$ cat config.mk
export PLATFORM = sky130hd
export DESIGN_NAME = uart_frame_top
export DESIGN_NICKNAME = d
export VERILOG_FILES = /design/src/hdl/apb_map_pkg.sv /design/src/hdl/uart_frame_pkg.sv /design/src/hdl/uart_frame_top.sv /design/src/hdl/uart_frame_regs.sv /design/src/hdl/uart_frame_ctrl.sv /design/src/hdl/uart_rx.sv /design/src/hdl/uart_tx.sv
export SDC_FILE = /design/constraint.sdc
export NUM_CORES = 1
export LEC_CHECK = 0
export BUFFER_PORTS_ARGS = -buffer_cell sky130_fd_sc_hd__buf_4
export CAP_MARGIN = 20
export CORE_MARGIN = 5
export CORE_UTILIZATION = 40
export CTS_CLUSTER_DIAMETER = 120
export CTS_CLUSTER_SIZE = 20
export DETAILED_ROUTE_END_ITERATION = 6
export SLEW_MARGIN = 20
export SYNTH_ARGS = -nofsm -noshare
export SYNTH_HDL_FRONTEND = slang
export SYNTH_HIERARCHICAL = 1
export SYNTH_SLANG_ARGS = --single-unit
$ cat constraint.sdc
create_clock -name sys_clk -period 3.6 [get_ports sys_clk]
set_input_delay 0.18 -clock sys_clk [delete_from_list [all_inputs] [get_ports sys_clk]]
set_output_delay 0.18 -clock sys_clk [all_outputs]
set_load 0.05 [all_outputs]
$ cat src/hdl/apb_map_pkg.sv
/*
 * apb register map of the frame transceiver
 * byte offsets of the registers and buffers, status bit positions
 */
package apb_map_pkg;

	// address bus width seen by the register block
	localparam int ADDR_W = 8;

	// control and status words
	localparam logic [ADDR_W-1:0] CTRL_OFS = 8'h00;
	localparam logic [ADDR_W-1:0] STATUS_OFS = 8'h04;
	localparam logic [ADDR_W-1:0] TX_LEN_OFS = 8'h08;
	localparam logic [ADDR_W-1:0] RX_LEN_OFS = 8'h0C;

	// buffer windows, one byte per word, room for 16 entries each
	localparam logic [ADDR_W-1:0] TX_BUF_OFS = 8'h40;
	localparam logic [ADDR_W-1:0] RX_BUF_OFS = 8'h80;

	// STATUS bits
	localparam int ST_TX_BUSY = 0;
	localparam int ST_RX_READY = 1;
	localparam int ST_RX_ERR = 2;

endpackage

$ cat src/hdl/uart_frame_pkg.sv
/*
 * uart frame line-side constants
 * character width on the wire and the frame delimiter byte
 */
package uart_frame_pkg;

	// data bits per character, 8N1 on the line
	localparam int DATA_BITS = 8;

	// "&" opens and closes every frame, always sent as a pair
	localparam logic [7:0] DELIM = 8'h26;

endpackage
$ cat src/hdl/uart_frame_top.sv
/*
 * framed string transceiver top
 * apb register block, frame controller and the two 8N1 serializers
 */
`timescale 1ns/1ps
module uart_frame_top #(
	parameter CLKS_PER_BIT = 868,
	parameter MAX_LEN = 16
) (
	input wire sys_clk,
	input wire sys_rst_n,
	input wire [apb_map_pkg::ADDR_W-1:0] paddr,
	input wire psel,
	input wire penable,
	input wire pwrite,
	input wire [31:0] pwdata,
	output wire [31:0] prdata,
	output wire pready,
	output wire pslverr,
	input wire uart_rx_port,
	output wire uart_tx_port
);

	localparam LEN_W = $clog2(MAX_LEN + 1);
	localparam IDX_W = (MAX_LEN > 1) ? $clog2(MAX_LEN) : 1;

	// register block <-> frame controller
	wire tx_start;
	wire [LEN_W-1:0] tx_len;
	wire [IDX_W-1:0] tx_index;
	wire [7:0] tx_byte;
	wire tx_busy;
	wire rx_we;
	wire [IDX_W-1:0] rx_index;
	wire [7:0] rx_byte;
	wire [LEN_W-1:0] rx_len;
	wire rx_frame_done;
	wire rx_frame_err;

	// frame controller <-> serializers
	wire byte_req;
	wire [7:0] byte_data;
	wire byte_done;
	wire byte_vld;
	wire [7:0] byte_out;

	uart_frame_regs #(
		.MAX_LEN (MAX_LEN)
	) u_regs (
		.sys_clk (sys_clk),
		.sys_rst_n (sys_rst_n),
		.paddr (paddr),
		.psel (psel),
		.penable (penable),
		.pwrite (pwrite),
		.pwdata (pwdata),
		.prdata (prdata),
		.pready (pready),
		.pslverr (pslverr),
		.tx_start (tx_start),
		.tx_len (tx_len),
		.tx_index (tx_index),
		.tx_byte (tx_byte),
		.tx_busy (tx_busy),
		.rx_we (rx_we),
		.rx_index (rx_index),
		.rx_byte (rx_byte),
		.rx_len (rx_len),
		.rx_frame_done (rx_frame_done),
		.rx_frame_err (rx_frame_err)
	);

	uart_frame_ctrl #(
		.MAX_LEN (MAX_LEN)
	) u_ctrl (
		.sys_clk (sys_clk),
		.sys_rst_n (sys_rst_n),
		.tx_start (tx_start),
		.tx_len (tx_len),
		.tx_index (tx_index),
		.tx_byte (tx_byte),
		.tx_busy (tx_busy),
		.byte_req (byte_req),
		.byte_data (byte_data),
		.byte_done (byte_done),
		.byte_vld (byte_vld),
		.byte_out (byte_out),
		.rx_we (rx_we),
		.rx_index (rx_index),
		.rx_byte (rx_byte),
		.rx_len (rx_len),
		.rx_frame_done (rx_frame_done),
		.rx_frame_err (rx_frame_err)
	);

	uart_tx #(
		.CLKS_PER_BIT (CLKS_PER_BIT)
	) u_tx (
		.sys_clk (sys_clk),
		.sys_rst_n (sys_rst_n),
		.byte_req (byte_req),
		.byte_data (byte_data),
		.line (uart_tx_port),
		.byte_done (byte_done)
	);

	uart_rx #(
		.CLKS_PER_BIT (CLKS_PER_BIT)
	) u_rx (
		.sys_clk (sys_clk),
		.sys_rst_n (sys_rst_n),
		.line (uart_rx_port),
		.byte_out (byte_out),
		.byte_vld (byte_vld)
	);

endmodule

$ cat src/hdl/uart_frame_regs.sv
/*
 * apb register block of the frame transceiver
 * control, sticky status, lengths, tx and rx payload buffers
 */
`timescale 1ns/1ps
module uart_frame_regs #(
	parameter MAX_LEN = 16,
	localparam LEN_W = $clog2(MAX_LEN + 1),
	localparam IDX_W = (MAX_LEN > 1) ? $clog2(MAX_LEN) : 1
) (
	input wire sys_clk,
	input wire sys_rst_n,
	input wire [apb_map_pkg::ADDR_W-1:0] paddr,
	input wire psel,
	input wire penable,
	input wire pwrite,
	input wire [31:0] pwdata,
	output reg [31:0] prdata,
	output wire pready,
	output wire pslverr,
	output reg tx_start,
	output reg [LEN_W-1:0] tx_len,
	input wire [IDX_W-1:0] tx_index,
	output wire [7:0] tx_byte,
	input wire tx_busy,
	input wire rx_we,
	input wire [IDX_W-1:0] rx_index,
	input wire [7:0] rx_byte,
	input wire [LEN_W-1:0] rx_len,
	input wire rx_frame_done,
	input wire rx_frame_err
);

	// bytes covered by the valid part of a buffer window
	localparam BUF_SPAN = 4 * MAX_LEN;

	reg [7:0] tx_buf [MAX_LEN];
	reg [7:0] rx_buf [MAX_LEN];
	reg rx_ready;
	reg rx_err;
	reg [LEN_W-1:0] rx_len_q;

	wire access = psel && penable;
	wire wr = access && pwrite;
	wire aligned = (paddr[1:0] == 2'b00);
	wire [apb_map_pkg::ADDR_W-1:0] tx_rel = paddr - apb_map_pkg::TX_BUF_OFS;
	wire [apb_map_pkg::ADDR_W-1:0] rx_rel = paddr - apb_map_pkg::RX_BUF_OFS;
	wire [IDX_W-1:0] tx_widx = tx_rel[IDX_W+1:2];
	wire [IDX_W-1:0] rx_ridx = rx_rel[IDX_W+1:2];
	wire ctrl_hit = (paddr == apb_map_pkg::CTRL_OFS);
	wire status_hit = (paddr == apb_map_pkg::STATUS_OFS);
	wire txlen_hit = (paddr == apb_map_pkg::TX_LEN_OFS);
	wire rxlen_hit = (paddr == apb_map_pkg::RX_LEN_OFS);
	wire tx_hit = aligned && (paddr >= apb_map_pkg::TX_BUF_OFS) && (tx_rel < BUF_SPAN);
	wire rx_hit = aligned && (paddr >= apb_map_pkg::RX_BUF_OFS) && (rx_rel < BUF_SPAN);
	wire mapped = ctrl_hit || status_hit || txlen_hit || rxlen_hit || tx_hit || rx_hit;

	assign pready = 1'b1;
	assign pslverr = access && !mapped;
	assign tx_byte = tx_buf[tx_index];

	always @(posedge sys_clk or negedge sys_rst_n) begin
		if (!sys_rst_n) begin
			tx_start <= 1'b0;
			tx_len <= LEN_W'(1);
			rx_ready <= 1'b0;
			rx_err <= 1'b0;
			rx_len_q <= '0;
		end else begin
			// start is dropped while a frame is going out
			tx_start <= wr && ctrl_hit && pwdata[0] && !tx_busy;
			if (wr && txlen_hit) begin
				if (pwdata == 32'd0)
					tx_len <= LEN_W'(1);
				else if (pwdata > MAX_LEN)
					tx_len <= LEN_W'(MAX_LEN);
				else
					tx_len <= pwdata[LEN_W-1:0];
			end
			// a new event wins over a clear in the same cycle
			if (rx_frame_done)
				rx_ready <= 1'b1;
			else if (wr && status_hit && pwdata[apb_map_pkg::ST_RX_READY])
				rx_ready <= 1'b0;
			if (rx_frame_err)
				rx_err <= 1'b1;
			else if (wr && status_hit && pwdata[apb_map_pkg::ST_RX_ERR])
				rx_err <= 1'b0;
			if (rx_frame_done)
				rx_len_q <= rx_len;
		end
	end

	always @(posedge sys_clk) begin
		if (wr && tx_hit)
			tx_buf[tx_widx] <= pwdata[7:0];
		if (rx_we)
			rx_buf[rx_index] <= rx_byte;
	end

	// CTRL reads as zero
	always @(*) begin
		prdata = 32'd0;
		if (status_hit) begin
			prdata[apb_map_pkg::ST_TX_BUSY] = tx_busy;
			prdata[apb_map_pkg::ST_RX_READY] = rx_ready;
			prdata[apb_map_pkg::ST_RX_ERR] = rx_err;
		end else if (txlen_hit) begin
			prdata[LEN_W-1:0] = tx_len;
		end else if (rxlen_hit) begin
			prdata[LEN_W-1:0] = rx_len_q;
		end else if (tx_hit) begin
			prdata[7:0] = tx_buf[tx_widx];
		end else if (rx_hit) begin
			prdata[7:0] = rx_buf[rx_ridx];
		end
	end

	apb_enable_in_select: assert property (@(posedge sys_clk) disable iff (!sys_rst_n)
		penable |-> psel)
		else $error("uart_frame_regs: penable without psel");

endmodule

$ cat src/hdl/uart_frame_ctrl.sv
/*
 * uart frame controller
 * tx sends "&&", the payload from the register block and "&&"
 * rx hunts "&&", stores payload bytes and checks the closing "&&"
 */
`timescale 1ns/1ps
module uart_frame_ctrl #(
	parameter MAX_LEN = 16,
	localparam LEN_W = $clog2(MAX_LEN + 1),
	localparam IDX_W = (MAX_LEN > 1) ? $clog2(MAX_LEN) : 1
) (
	input wire sys_clk,
	input wire sys_rst_n,
	input wire tx_start,
	input wire [LEN_W-1:0] tx_len,
	output reg [IDX_W-1:0] tx_index,
	input wire [7:0] tx_byte,
	output wire tx_busy,
	output reg byte_req,
	output reg [7:0] byte_data,
	input wire byte_done,
	input wire byte_vld,
	input wire [7:0] byte_out,
	output reg rx_we,
	output reg [IDX_W-1:0] rx_index,
	output reg [7:0] rx_byte,
	output reg [LEN_W-1:0] rx_len,
	output reg rx_frame_done,
	output reg rx_frame_err
);

	localparam [1:0] TX_IDLE = 2'd0,
		TX_LEAD = 2'd1,
		TX_BODY = 2'd2,
		TX_TRAIL = 2'd3;

	localparam [1:0] RX_HUNT = 2'd0,
		RX_OPEN = 2'd1,
		RX_BODY = 2'd2,
		RX_CLOSE = 2'd3;

	reg [1:0] tx_state;
	// second delimiter of a pair is on the line
	reg tx_second;
	// tx_index just moved so the buffer byte is ready next cycle
	reg tx_fetch;
	reg [LEN_W-1:0] tx_len_q;
	reg [1:0] rx_state;
	reg [LEN_W-1:0] rx_cnt;
	reg rx_ovf;
	wire is_delim;

	assign tx_busy = (tx_state != TX_IDLE);
	assign is_delim = (byte_out == uart_frame_pkg::DELIM);

	always @(posedge sys_clk or negedge sys_rst_n) begin
		if (!sys_rst_n) begin
			tx_state <= TX_IDLE;
			tx_second <= 1'b0;
			tx_fetch <= 1'b0;
			tx_index <= '0;
			byte_req <= 1'b0;
		end else begin
			byte_req <= 1'b0;
			case (tx_state)
				TX_IDLE: begin
					if (tx_start) begin
						tx_state <= TX_LEAD;
						tx_second <= 1'b0;
						byte_req <= 1'b1;
					end
				end
				TX_LEAD: begin
					if (byte_done && !tx_second) begin
						tx_second <= 1'b1;
						byte_req <= 1'b1;
					end else if (byte_done) begin
						tx_state <= TX_BODY;
						tx_index <= '0;
						tx_fetch <= 1'b1;
					end
				end
				TX_BODY: begin
					if (tx_fetch) begin
						tx_fetch <= 1'b0;
						byte_req <= 1'b1;
					end else if (byte_done && tx_index == tx_len_q - 1'b1) begin
						tx_state <= TX_TRAIL;
						tx_second <= 1'b0;
						byte_req <= 1'b1;
					end else if (byte_done) begin
						tx_index <= tx_index + 1'b1;
						tx_fetch <= 1'b1;
					end
				end
				default: begin
					if (byte_done && !tx_second) begin
						tx_second <= 1'b1;
						byte_req <= 1'b1;
					end else if (byte_done) begin
						tx_state <= TX_IDLE;
					end
				end
			endcase
		end
	end

	// length is held for the whole frame and byte_data is a delimiter unless a payload byte goes out
	always @(posedge sys_clk) begin
		if (tx_state == TX_IDLE && tx_start)
			tx_len_q <= tx_len;
		byte_data <= (tx_state == TX_BODY && tx_fetch) ? tx_byte : uart_frame_pkg::DELIM;
	end

	always @(posedge sys_clk or negedge sys_rst_n) begin
		if (!sys_rst_n) begin
			rx_state <= RX_HUNT;
			rx_cnt <= '0;
			rx_ovf <= 1'b0;
			rx_we <= 1'b0;
			rx_frame_done <= 1'b0;
			rx_frame_err <= 1'b0;
		end else begin
			rx_we <= 1'b0;
			rx_frame_done <= 1'b0;
			rx_frame_err <= 1'b0;
			if (byte_vld) begin
				case (rx_state)
					RX_HUNT: begin
						if (is_delim)
							rx_state <= RX_OPEN;
					end
					RX_OPEN: begin
						rx_cnt <= '0;
						rx_ovf <= 1'b0;
						rx_state <= is_delim ? RX_BODY : RX_HUNT;
					end
					RX_BODY: begin
						if (is_delim) begin
							rx_state <= RX_CLOSE;
						end else if (rx_cnt == MAX_LEN) begin
							// keep reading up to the closing pair and reject there
							rx_ovf <= 1'b1;
						end else begin
							rx_we <= 1'b1;
							rx_cnt <= rx_cnt + 1'b1;
						end
					end
					default: begin
						rx_state <= RX_HUNT;
						if (is_delim && !rx_ovf && rx_cnt != 0)
							rx_frame_done <= 1'b1;
						else
							rx_frame_err <= 1'b1;
					end
				endcase
			end
		end
	end

	always @(posedge sys_clk) begin
		if (byte_vld && rx_state == RX_BODY) begin
			rx_index <= rx_cnt[IDX_W-1:0];
			rx_byte <= byte_out;
		end
		if (byte_vld && rx_state == RX_CLOSE)
			rx_len <= rx_cnt;
	end

	// register block buffer lookup must stay inside the loaded payload
	tx_index_range: assert property (@(posedge sys_clk) disable iff (!sys_rst_n)
		(tx_state == TX_BODY) |-> (tx_index < tx_len_q))
		else $error("uart_frame_ctrl: tx_index beyond tx_len");

	// rx_cnt already counts the byte being written
	rx_index_range: assert property (@(posedge sys_clk) disable iff (!sys_rst_n)
		rx_we |-> (rx_cnt <= MAX_LEN))
		else $error("uart_frame_ctrl: rx write beyond MAX_LEN");

endmodule

$ cat src/hdl/uart_rx.sv
/*
 * uart_rx
 * 8N1 deserializer, two-flop synchronizer, start confirmed at half a bit
 * byte_vld pulses at mid stop bit, a low stop bit drops the byte
 */
`timescale 1ns/1ps
module uart_rx #(
	parameter CLKS_PER_BIT = 868
) (
	input wire sys_clk,
	input wire sys_rst_n,
	input wire line,
	output wire [uart_frame_pkg::DATA_BITS-1:0] byte_out,
	output reg byte_vld
);

	localparam HALF_BIT = CLKS_PER_BIT / 2;
	localparam CNT_W = $clog2(CLKS_PER_BIT + 1);
	localparam BIT_W = $clog2(uart_frame_pkg::DATA_BITS + 1);

	localparam [1:0] S_IDLE = 2'd0,
		S_START = 2'd1,
		S_DATA = 2'd2,
		S_STOP = 2'd3;

	reg rx_meta;
	reg rx_sync;
	reg [1:0] state;
	reg [CNT_W-1:0] baud_cnt;
	reg [BIT_W-1:0] bit_cnt;
	reg [uart_frame_pkg::DATA_BITS-1:0] shift_reg;
	wire bit_end;

	assign bit_end = (baud_cnt == CLKS_PER_BIT - 1);
	assign byte_out = shift_reg;

	// line is asynchronous to sys_clk
	always @(posedge sys_clk or negedge sys_rst_n) begin
		if (!sys_rst_n) begin
			rx_meta <= 1'b1;
			rx_sync <= 1'b1;
		end else begin
			rx_meta <= line;
			rx_sync <= rx_meta;
		end
	end

	always @(posedge sys_clk or negedge sys_rst_n) begin
		if (!sys_rst_n) begin
			state <= S_IDLE;
			baud_cnt <= '0;
			bit_cnt <= '0;
			byte_vld <= 1'b0;
		end else begin
			byte_vld <= 1'b0;
			case (state)
				S_IDLE: begin
					baud_cnt <= '0;
					bit_cnt <= '0;
					if (!rx_sync)
						state <= S_START;
				end
				S_START: begin
					if (baud_cnt == HALF_BIT - 1) begin
						baud_cnt <= '0;
						// glitch shorter than half a bit
						state <= rx_sync ? S_IDLE : S_DATA;
					end else begin
						baud_cnt <= baud_cnt + 1'b1;
					end
				end
				S_DATA: begin
					if (bit_end) begin
						baud_cnt <= '0;
						bit_cnt <= bit_cnt + 1'b1;
						if (bit_cnt == uart_frame_pkg::DATA_BITS - 1)
							state <= S_STOP;
					end else begin
						baud_cnt <= baud_cnt + 1'b1;
					end
				end
				default: begin
					if (bit_end) begin
						byte_vld <= rx_sync;
						state <= S_IDLE;
					end else begin
						baud_cnt <= baud_cnt + 1'b1;
					end
				end
			endcase
		end
	end

	// LSB arrives first
	always @(posedge sys_clk) begin
		if (state == S_DATA && bit_end)
			shift_reg <= {rx_sync, shift_reg[uart_frame_pkg::DATA_BITS-1:1]};
	end

endmodule

$ cat src/hdl/uart_tx.sv
/*
 * uart_tx
 * 8N1 serializer, one byte per request, LSB first
 * byte_done marks the last cycle of the stop bit
 */
`timescale 1ns/1ps
module uart_tx #(
	parameter CLKS_PER_BIT = 868
) (
	input wire sys_clk,
	input wire sys_rst_n,
	input wire byte_req,
	input wire [uart_frame_pkg::DATA_BITS-1:0] byte_data,
	output wire line,
	output wire byte_done
);

	// start bit, data bits, stop bit
	localparam FRAME_BITS = uart_frame_pkg::DATA_BITS + 2;
	localparam CNT_W = $clog2(CLKS_PER_BIT + 1);
	localparam BIT_W = $clog2(FRAME_BITS + 1);

	reg busy;
	reg [CNT_W-1:0] baud_cnt;
	reg [BIT_W-1:0] bit_cnt;
	reg [FRAME_BITS-1:0] shift_reg;
	wire bit_end;

	assign bit_end = (baud_cnt == CLKS_PER_BIT - 1);
	// line comes straight from a flop, idles high
	assign line = shift_reg[0];
	assign byte_done = busy && bit_end && (bit_cnt == FRAME_BITS - 1);

	always @(posedge sys_clk or negedge sys_rst_n) begin
		if (!sys_rst_n) begin
			busy <= 1'b0;
			baud_cnt <= '0;
			bit_cnt <= '0;
			shift_reg <= '1;
		end else if (!busy) begin
			baud_cnt <= '0;
			bit_cnt <= '0;
			if (byte_req) begin
				busy <= 1'b1;
				shift_reg <= {1'b1, byte_data, 1'b0};
			end
		end else if (bit_end) begin
			baud_cnt <= '0;
			// ones shift in behind the stop bit
			shift_reg <= {1'b1, shift_reg[FRAME_BITS-1:1]};
			if (bit_cnt == FRAME_BITS - 1)
				busy <= 1'b0;
			else
				bit_cnt <= bit_cnt + 1'b1;
		end else begin
			baud_cnt <= baud_cnt + 1'b1;
		end
	end

	// the frame controller must wait for byte_done
	req_while_busy: assert property (@(posedge sys_clk) disable iff (!sys_rst_n)
		byte_req |-> !busy)
		else $error("uart_tx: byte_req while a byte is in flight");

endmodule

==> key figures <==
Synthesis
  • Netlist cell types: 83
  • Largest cells by area after synthesis: edfxtp_1 (52%), mux4_2 (15%), dfrtp_1 (9.7%), dfstp_2 (1.9%), nor2_1 (1.4%)
  • Synth Instances: 997
  • Asr flop ratio synth: 20.5%
  • Post-synth EDFFs: 286
  • Top-area cell type share of the netlist area: 52.0%
  • Syn Area/Cell: 16.6 sq um
  • Post-synthesis sequential area ratio: 64.6%
  • Syn. warnings: 6
  • Number of synthesized register bits: 370
  • Mapped Area: 0.0165 sq mm
  • Post-synth top area cell: edfxtp_1
  • Dominant synthesized flop cell: edfxtp_1

Clocking
  • Sink Count: 370
  • Clock slew at reported path FFs: 0.09 ns
  • CTS buffer count: 22
  • Clock latency on the worst-skew pair: 0.54 ns
  • CTS H-tree depth: 1
  • Clk buf depth: 3
  • Cts hold-fix bufs: 10
  • Postcts setup bufs: 0
  • CTS tree: done
  • Clock root cell: clkbuf_16
  • Cts repair resizes: 0

Route
  • Vias: 9170
  • Antenna Nets Post-Route: 0
  • Detailed Routing Iterations Pass 1: 5
  • Drt wl/cell: 23.1 um
  • WL final: 37400 um
  • Post-DR vias/cell: 5.67
  • Initial drt markers: 865
  • DRC: 0

Placement
  • Placer congestion estimate: 0.826
  • Dpl cells: 1576
  • DP HPWL: 25100 um
  • Port Buffer Count: 55

Final layout
  • Commonest non-fill, non-tap cell in the layout: edfxtp_1
  • N_diodes: 0
  • Nets: 1137
  • Fin cells: 1617
  • Top Registers: u_regs/rx_buf: 128 flops, u_regs/tx_buf: 128 flops
  • Commonest non-fill, non-tap cells in the layout: edfxtp_1 (286), mux4_2 (112), buf_4 (91), dfrtp_1 (63), nor2_1 (59)
  • Util after Layout: 44.9%
  • Share of cells above drive strength 1: 26.4%
  • Fill count: 3541
  • Area Overhead vs Synth: 11.0%

Global routing
  • Initial antenna violation count: 0
  • GRT Total Usage: 16.4%
  • Via count of the first global-routing pass: 9290
  • Remaining Overflow, GRT: 0
  • Largest net degree at the start of global routing: 57
  • Global-route wire length before repair: 57300 um

Setup path
  • Crit-path cells: buf_4 > buf_4 > mux2i_1 > and3_1 > a2111oi_0 > buf_4 > a311oi_1 > a211oi_1 > buf_4
  • Reg2reg path depth: 9
  • Crit path capture type: primary output
  • Critical path launch point type: input port
  • Required time of the worst setup path: 3.42 ns
  • Worst-path fanout max: 25
  • Internal reg-to-reg setup slack: 0.86 ns
  • Crit Path Category: input port to primary output
  • Slowest CP cell: a211oi_1
  • Crit path largest cell delay: 0.51 ns
  • Worst r2r src: u_tx/baud_cnt[0]$_DFF_PN0_
  • Most frequent CP cell: buf_4
  • Worst path bufs/invs: 4
  • Data arrival, critical path: 2.70 ns
  • Critical path's top delay family: buffers and inverters
  • Reg2reg end: u_ctrl/tx_state[1]$_DFFE_PN0P_

Floorplanning
  • Core Rows: 74
  • I/O pin count: 81
  • Die Y: 213 um
  • Die width: 213 um
  • Core area: 0.0408 sq mm
  • Initial Utilization: 40.4%
  • Die footprint: 0.0454 sq mm

Min path
  • Worst Hold Class: input port to flop
  • Hold Path Sink: u_regs/tx_len[4]$_DFFE_PN0P_
  • WHS Path Cells: 5
  • Beginning of the worst hold path: pwdata[15]

STA
  • Hold Worst Slack: 0.161 ns
  • Final period utilization: 80.1%
  • Period minus WS final: 2.88 ns
  • Setup repair after global routing missed its margin: no
  • Hold Vio Cnt, Final: 0
  • # setup viols final: 0
  • Slew @ Worst Pin: 1.14 ns
  • Setup TNS: 0 ns
  • Fmax: 0.347 GHz
  • Clock Skew: 0.0151 ns
  • Slew Limit Fails: 0
  • Worst rel slew slack: 23.7%

Run
  • # Max-Cap Violations: 0

Power
  • Peak supply drop: 0.000327 V
  • Cell Pwr Density: 411 mW/mm^2
  • Lkg Pwr: 6.17 nW

Outcome
  • Status: finished clean
## synthesized netlist by cell type (all sizes together), types with 14 or more instances
cell type    n
inv         21
nor3        21
clkbuf      17
or2         14
buf         52
a21oi       14
nand2       50
mux2i       16
dfrtp       64
mux4       112
edfxtp     286
nand3       29
nor2        60
nand2b      15
nor4        14
## worst reg2reg max path: cells and delay by family (launching register included)
family | cells | cell delay, ns
flip-flops | 1 | 0.39
multiplexers | 1 | 0.35
AND/OR/NAND/NOR | 5 | 1.36
adder cells (fa/ha/maj) | 1 | 0.25
AO/OA/AOI/OAI | 2 | 0.29
## final cells by class
class	instances	area [sq um]	share of cell area [%]
Sequential cell	370	10700	58.2
Multi-Input combinational cell	560	5490	29.9
Clock buffer	29	577	3.15
Inverter	21	78.8	0.430
Clock inverter	2	27.5	0.150
Timing Repair Buffer	103	823	4.49
Tap cell	532	666	3.63
## through the flow
stage | total power, mW | area (sq um) | setup slack [ns]
floorplan | 4.99 | 16600 | 0.574
global placement | 5.13 | 17600 | 0.670
detailed placement | 5.14 | 17600 | 0.669
CTS | 7.62 | 18300 | 0.682
global route | 7.82 | 18300 | 0.505
finish | 7.53 | 18300 | 0.716
## worst max path at each step
stage	startpoint	to	slack, ns	cells after the start
after detailed placement	paddr[2]	prdata[2]	0.67	9
after CTS	paddr[2]	prdata[2]	0.68	9
after floorplan	paddr[3]	prdata[2]	0.57	7
final	paddr[2]	prdata[2]	0.72	9
after global placement	paddr[2]	prdata[2]	0.67	9
after global routing	paddr[2]	prdata[2]	0.51	9
## per-layer routing
metal  part of all wire (%)  up-vias  track usage [%]
li1                       -     4080                -
met1                     41     4798             22.4
met2                     52      235             29.0
met3                    4.4       57             1.70
met4                    2.0        0             3.36
met5                      0        -                0
## cells by family after synthesis
kind of cell	after synthesis	synth area share, %
xor+xnor	19	1.10
simple gates	270	8.93
other cells	2	0.0455
mux	138	16.9
fa+ha+maj	13	0.985
flops	370	64.6
buf+inv	90	2.81
compound gates	95	4.58
## where the power goes
| part | internal (mW) | leakage [nW] | switching [mW] | total [mW] |
|---|---|---|---|---|
| sequential | 4.58 | 3.60 | 0.0101 | 4.59 |
| clock | 1.14 | 0.292 | 1.35 | 2.49 |
| combinational | 0.176 | 2.28 | 0.275 | 0.451 |
No activity file was read; power rests on OpenSTA's default activity.
